`src/design/regFile_params.svh`:
```
/*
 * Register file sizing
 * Lane counts, register count and data width shared by the
 * scalar register file, its RAM and its init sequencer
 */
`ifndef REG_FILE_PARAMS_SVH
`define REG_FILE_PARAMS_SVH

// Issue lane groups
`define INT_LANES        2
`define COMPLEX_LANES    1
`define MEM_LANES        2
`define LOAD_LANES       1

// Physical register array
`define PREG_NUM         64
`define PREG_DATA_WIDTH  32

// RAM port counts, writes from int/complex/load and two reads per lane
`define REG_WRITE_NUM    (`INT_LANES + `COMPLEX_LANES + `LOAD_LANES)
`define REG_READ_NUM     ((`INT_LANES + `COMPLEX_LANES + `MEM_LANES) * 2)

`endif

```
`src/design/RegFilePkg.sv`:
```
/*
 * Register file types
 * Register number, data and stored entry types, the lane write
 * bundle and the init sequencer states
 */
`include "regFile_params.svh"

package RegFilePkg;

    // Physical register number
    typedef logic [$clog2(`PREG_NUM)-1:0] PRegNum;

    // Register value
    typedef logic [`PREG_DATA_WIDTH-1:0] PRegData;

    // Stored word
    typedef struct packed {
        logic    valid;
        PRegData data;
    } PRegEntry;

    // One lane's result write
    typedef struct packed {
        logic     we;
        PRegNum   regNum;
        PRegEntry entry;
    } PRegWrite;

    // Post-reset zeroing sweep
    typedef enum logic [1:0] {
        InitIdle,
        InitClearing,
        InitDone
    } InitState;

endpackage

```
`src/design/RegInitSequencer.sv`:
```
/*
 * Register init sequencer
 * Runs the post-reset sweep that writes a valid zero into every
 * physical register, one group of write ports per cycle
 */
`timescale 1ns/1ps
`include "regFile_params.svh"

module RegInitSequencer (
    input  logic               clk,
    input  logic               arstN,
    output logic               initBusy,
    output RegFilePkg::PRegNum sweepBase
);
    import RegFilePkg::*;

    // Base of the final group in the sweep
    localparam PRegNum LastBase = PRegNum'(`PREG_NUM - `REG_WRITE_NUM);

    InitState state;

    always_ff @(posedge clk or negedge arstN) begin
        if (!arstN) begin
            state     <= InitIdle;
            sweepBase <= '0;
        end else begin
            case (state)
                InitIdle: begin
                    state     <= InitClearing;
                    sweepBase <= '0;
                end
                InitClearing: begin
                    sweepBase <= sweepBase + PRegNum'(`REG_WRITE_NUM);
                    if (sweepBase == LastBase) begin
                        state <= InitDone;
                    end
                end
                default: begin
                    state <= InitDone;
                end
            endcase
        end
    end

    // Busy until the whole array holds zero
    assign initBusy = (state != InitDone);

endmodule

```
`config.mk`:
```
export PLATFORM = sky130hd
export DESIGN_NAME = RegInitSequencer
export DESIGN_NICKNAME = d
export VERILOG_FILES = /design/src/design/RegFilePkg.sv /design/src/design/RegInitSequencer.sv
export VERILOG_INCLUDE_DIRS = /design/src /design/src/design
export SDC_FILE = /design/constraint.sdc
export NUM_CORES = 1
export LEC_CHECK = 0
export BUFFER_PORTS_ARGS = -buffer_cell sky130_fd_sc_hd__buf_2
export CAP_MARGIN = 20
export CELL_PAD_IN_SITES_DETAIL_PLACEMENT = 1
export CELL_PAD_IN_SITES_GLOBAL_PLACEMENT = 1
export CORE_AREA = 2 2 39 41
export DETAILED_ROUTE_END_ITERATION = 8
export DIE_AREA = 0 0 41 43
export PLACE_DENSITY_LB_ADDON = 0.3
export SYNTH_ARGS = -nofsm -noshare
export SYNTH_HDL_FRONTEND = slang
export SYNTH_SLANG_ARGS = --single-unit
export TNS_END_PERCENT = 30
```
`constraint.sdc`:
```
create_clock -name clk -period 2.5 [get_ports clk]
set_input_delay 0 -clock clk [delete_from_list [all_inputs] [get_ports clk]]
set_output_delay 0 -clock clk [all_outputs]
set_load 0.01 [all_outputs]
```
==> impl_results.html <==
<table>
<tr><th>Metric</th><th>Value</th></tr>
<tr><th colspan="2">Synth</th></tr>
<tr><td>Mean area per synthesized cell</td><td>11.0 um2</td></tr>
<tr><td>Synth warn</td><td>0</td></tr>
<tr><td>Share of async-settable or async-resettable flops after synthesis</td><td>100%</td></tr>
<tr><td>Number of flip-flops and latches in the synthesized netlist</td><td>6</td></tr>
<tr><td>Count of distinct cell types in the synthesized netlist</td><td>13</td></tr>
<tr><td>Synth top area cells</td><td>sky130_fd_sc_hd__dfrtp_1 50%, sky130_fd_sc_hd__ha_1 8.4%, sky130_fd_sc_hd__nand2b_1 6.3%</td></tr>
<tr><td>Post-synthesis cell count</td><td>27</td></tr>
<tr><td>Part of the Yosys area used for sequential elements</td><td>50.4%</td></tr>
<tr><td>Total standard cell area after synthesis</td><td>298 um2</td></tr>
<tr><td>Post-synth top area cell</td><td>sky130_fd_sc_hd__dfrtp_1</td></tr>
<tr><td>Commonest cells post-synth</td><td>6 x sky130_fd_sc_hd__dfrtp_1, 3 x sky130_fd_sc_hd__nand2_1, 3 x sky130_fd_sc_hd__nand2b_1</td></tr>
<tr><td>Most used standard cell by instance count after synthesis</td><td>sky130_fd_sc_hd__dfrtp_1</td></tr>
<tr><td>Main synth FF type</td><td>sky130_fd_sc_hd__dfrtp_1</td></tr>
<tr><td>Number of enable-type register cells in the synthesized netlist</td><td>0</td></tr>
<tr><td>Share of Yosys cell area claimed by the top area cell type</td><td>50.4%</td></tr>
<tr><th colspan="2">Drt</th></tr>
<tr><td>Number of optimization iterations in the first detailed-route pass</td><td>2</td></tr>
<tr><td>Remaining number of nets flagged by the antenna check after routing</td><td>0</td></tr>
<tr><td>Vias after detailed routing</td><td>213</td></tr>
<tr><td>DRC violation count after routing</td><td>0</td></tr>
<tr><td>Post-detailed-route wirelength per cell</td><td>11.3 um</td></tr>
<tr><td>Vias per inst</td><td>4.10</td></tr>
<tr><td>Total wire length</td><td>590 um</td></tr>
<tr><td>Drt first-iter violations</td><td>5</td></tr>
<tr><th colspan="2">Placed design</th></tr>
<tr><td>Port-buffer cells</td><td>6</td></tr>
<tr><td>Final weighted congestion in routability-driven placement</td><td>0.734</td></tr>
<tr><td>Dpl cells</td><td>48</td></tr>
<tr><td>Pre-CTS WS</td><td>1.40 ns</td></tr>
<tr><td>HPWL after detailed placement</td><td>452 um</td></tr>
<tr><th colspan="2">Floorplanning</th></tr>
<tr><td>Standard-cell rows</td><td>14</td></tr>
<tr><td>Initial core utilization</td><td>21.5%</td></tr>
<tr><td>Area of the core</td><td>1380 um2</td></tr>
<tr><td>Width of the die</td><td>41 um</td></tr>
<tr><td>Vertical die dimension</td><td>43 um</td></tr>
<tr><td>Top-level port count</td><td>9</td></tr>
<tr><td>Total die area</td><td>1760 um2</td></tr>
<tr><th colspan="2">Clock tree</th></tr>
<tr><td>Post-CTS setup repair buffer count</td><td>0</td></tr>
<tr><td>CTS tree</td><td>built</td></tr>
<tr><td>Number of H-tree branching levels</td><td>1</td></tr>
<tr><td>Worst-case clock buffer depth</td><td>2</td></tr>
<tr><td>Clock Latency Late Sink</td><td>0.24 ns</td></tr>
<tr><td>TritonCTS buffer count</td><td>3</td></tr>
<tr><td>Number of hold buffers added after CTS</td><td>1</td></tr>
<tr><td>Clock transition at the registers of the reported paths</td><td>0.05 ns</td></tr>
<tr><td>CTS root buffer</td><td>sky130_fd_sc_hd__clkbuf_4</td></tr>
<tr><td>Clock net sink count</td><td>6</td></tr>
<tr><td>Count of instances resized after the clock tree is built</td><td>0</td></tr>
<tr><th colspan="2">STA</th></tr>
<tr><td>Max-slew violation total from the final report</td><td>0</td></tr>
<tr><td>Minimum period implied by the final worst setup slack</td><td>1.10 ns</td></tr>
<tr><td>Setup_tns</td><td>0 ns</td></tr>
<tr><td>Count of final hold-check violations</td><td>0</td></tr>
<tr><td>Final period utilization</td><td>43.8%</td></tr>
<tr><td>Final Skew</td><td>0.00135 ns</td></tr>
<tr><td>Peak clock frequency supported by timing</td><td>913 MHz</td></tr>
<tr><td>Least setup slack across all paths after layout</td><td>1.40 ns</td></tr>
<tr><td>Final setup violation count</td><td>0</td></tr>
<tr><td>Setup repair after global routing missed its margin</td><td>false</td></tr>
<tr><th colspan="2">Layout</th></tr>
<tr><td>Final cell count without fillers</td><td>52</td></tr>
<tr><td>Diodes inserted</td><td>0</td></tr>
<tr><td>Total number of nets in the final design</td><td>42</td></tr>
<tr><td>Layout cell share with drive strength beyond 1</td><td>30.6%</td></tr>
<tr><td>Area delta synth-&gt;final</td><td>23.9%</td></tr>
<tr><th colspan="2">Power</th></tr>
<tr><td>Maximum vdd drop</td><td>0.000127 V</td></tr>
<tr><td>LEAKAGE</td><td>0.195 nW</td></tr>
<tr><td>Power density normalized to cell area</td><td>522 nW/um2</td></tr>
<tr><th colspan="2">Critical path</th></tr>
<tr><td>Launching point of the worst reg2reg path</td><td>sweepBase[2]</td></tr>
<tr><td>Slowest cell delay on critical path</td><td>0.44 ns</td></tr>
<tr><td>Crit. Startpoint</td><td>sweepBase[2]</td></tr>
<tr><td>Arrival time at the worst endpoint</td><td>1.22 ns</td></tr>
<tr><td>Library cell contributing the largest single delay on the critical path</td><td>sky130_fd_sc_hd__dfrtp_1</td></tr>
<tr><td>End of the worst register-to-register path</td><td>sweepBase[4]</td></tr>
<tr><td>Worst Reg2Reg Path Length in Cells</td><td>4</td></tr>
<tr><td>Flop-to-flop setup slack</td><td>1.40 ns</td></tr>
<tr><td>Type of element launching the critical path</td><td>flop</td></tr>
<tr><td>Crit path cell chain</td><td>ha_1 -&gt; nand2b_1 -&gt; mux2i_1 -&gt; a22o_1</td></tr>
<tr><td>Data required time of the worst path</td><td>2.63 ns</td></tr>
<tr><td>Capture point of the critical path</td><td>sweepBase[4]</td></tr>
<tr><td>Worst setup EP type</td><td>flop</td></tr>
<tr><td>Largest fanout on the critical path</td><td>6</td></tr>
<tr><td>CP Class</td><td>reg -&gt; reg</td></tr>
<tr><th colspan="2">GRT</th></tr>
<tr><td>Wire length of the first global-routing pass</td><td>917 um</td></tr>
<tr><td>Grt total ovfl</td><td>0</td></tr>
<tr><td>Number of global-route vias before repair</td><td>218</td></tr>
<tr><td>Antenna violations before repair</td><td>0</td></tr>
<tr><td>Pin count of the biggest net entering global routing</td><td>9</td></tr>
<tr><td>All-Layer GR Usage</td><td>8.48%</td></tr>
<tr><th colspan="2">Status</th></tr>
<tr><td>Status</td><td>completed</td></tr>
<tr><th colspan="2">Hold path</th></tr>
<tr><td>Tightest Hold Check Type</td><td>in -&gt; async</td></tr>
<tr><th colspan="2">Job</th></tr>
<tr><td>Maximum Capacitance Violations</td><td>0</td></tr>
</table>
[cell usage in the layout, fill, tap and decap left out]
cell type / instances
sky130_fd_sc_hd__ha_1: 2
sky130_fd_sc_hd__buf_2: 6
sky130_fd_sc_hd__o21ai_1: 2
sky130_fd_sc_hd__clkbuf_4: 3
sky130_fd_sc_hd__a41o_2: 1
sky130_fd_sc_hd__inv_1: 2
sky130_fd_sc_hd__mux2i_1: 1
sky130_fd_sc_hd__dfrtp_1: 6
sky130_fd_sc_hd__nand3_1: 2
sky130_fd_sc_hd__nand2_1: 3
sky130_fd_sc_hd__nand2b_1: 3
sky130_fd_sc_hd__dlygate4sd3_1: 1
sky130_fd_sc_hd__o311ai_2: 1
sky130_fd_sc_hd__conb_1: 2
sky130_fd_sc_hd__a22o_1: 1
[layer usage]
layer | share of wire (%) | global-route usage [%] | vias to the layer above | routed length (um)
met5 | 0 | 0 | - | 0
met4 | 0 | 6.00 | 0 | 0
met3 | 8.8 | 4.71 | 0 | 52
met2 | 45 | 11.3 | 8 | 265
met1 | 46 | 9.84 | 97 | 272
li1 | - | - | 108 | -
[through the flow]
step                      utilization, %  instance area (um2)  power (mW)  hold WS [ns]
after detailed placement            24.3                  337       0.103        -0.161
after global placement              24.3                  337       0.103        -0.168
after CTS                           26.7                  369       0.197         0.111
after floorplan                        -                  302       0.103        -0.296
final                               26.7                  369       0.193         0.114
after global routing                26.7                  369       0.203         0.128
[power breakdown]
part / switching, mW / total [mW] / internal, mW
Clock: 0.0358 / 0.0901 / 0.0544
Sequential: 0 / 0.0974 / 0.0974
Combinational: 0.00351 / 0.00510 / 0.00159
[final cells by class]
| cell class | instances | area, um2 |
|---|---|---|
| multi-input combinational | 18 | 129 |
| timing repair buffer | 7 | 40.0 |
| tap | 16 | 20.0 |
| sequential | 6 | 150 |
| inverter | 2 | 7.51 |
| fill | 165 | 1010 |
| clock buffer | 3 | 22.5 |
[flip-flops by register name (all words and copies together), names as in the netlist]
signal     cells
state          2
sweepBase      4
[cells by family after synthesis]
logic type,count (synthesis),share of synthesized area [%]
adder cells (fa/ha/maj),2,8.40
other,1,1.26
AND/OR/NAND/NOR,8,13.4
AO/OA/AOI/OAI,5,15.5
flip-flops,6,50.4
multiplexers,1,3.36
buffers and inverters,4,7.56
[worst min-delay path by stage]
stage	start	slack, ns	end	cells past startpoint
2_1_floorplan	arstN	-0.30	state[0]	0
3_3_place_gp	arstN	-0.17	sweepBase[4]	1
3_5_place_dp	arstN	-0.16	sweepBase[4]	1
4_1_cts	arstN	0.11	sweepBase[4]	2
5_1_grt	arstN	0.13	sweepBase[4]	2
6_report	arstN	0.11	sweepBase[4]	2
[worst max-delay path, delay by kind of cell, from the launching register on]
family | cells | cell delay (ns)
flops | 1 | 0.44
simple gates | 1 | 0.07
fa+ha+maj | 1 | 0.24
compound gates | 1 | 0.18
mux | 1 | 0.06
Note: power is estimated with default switching activity, not from simulation.
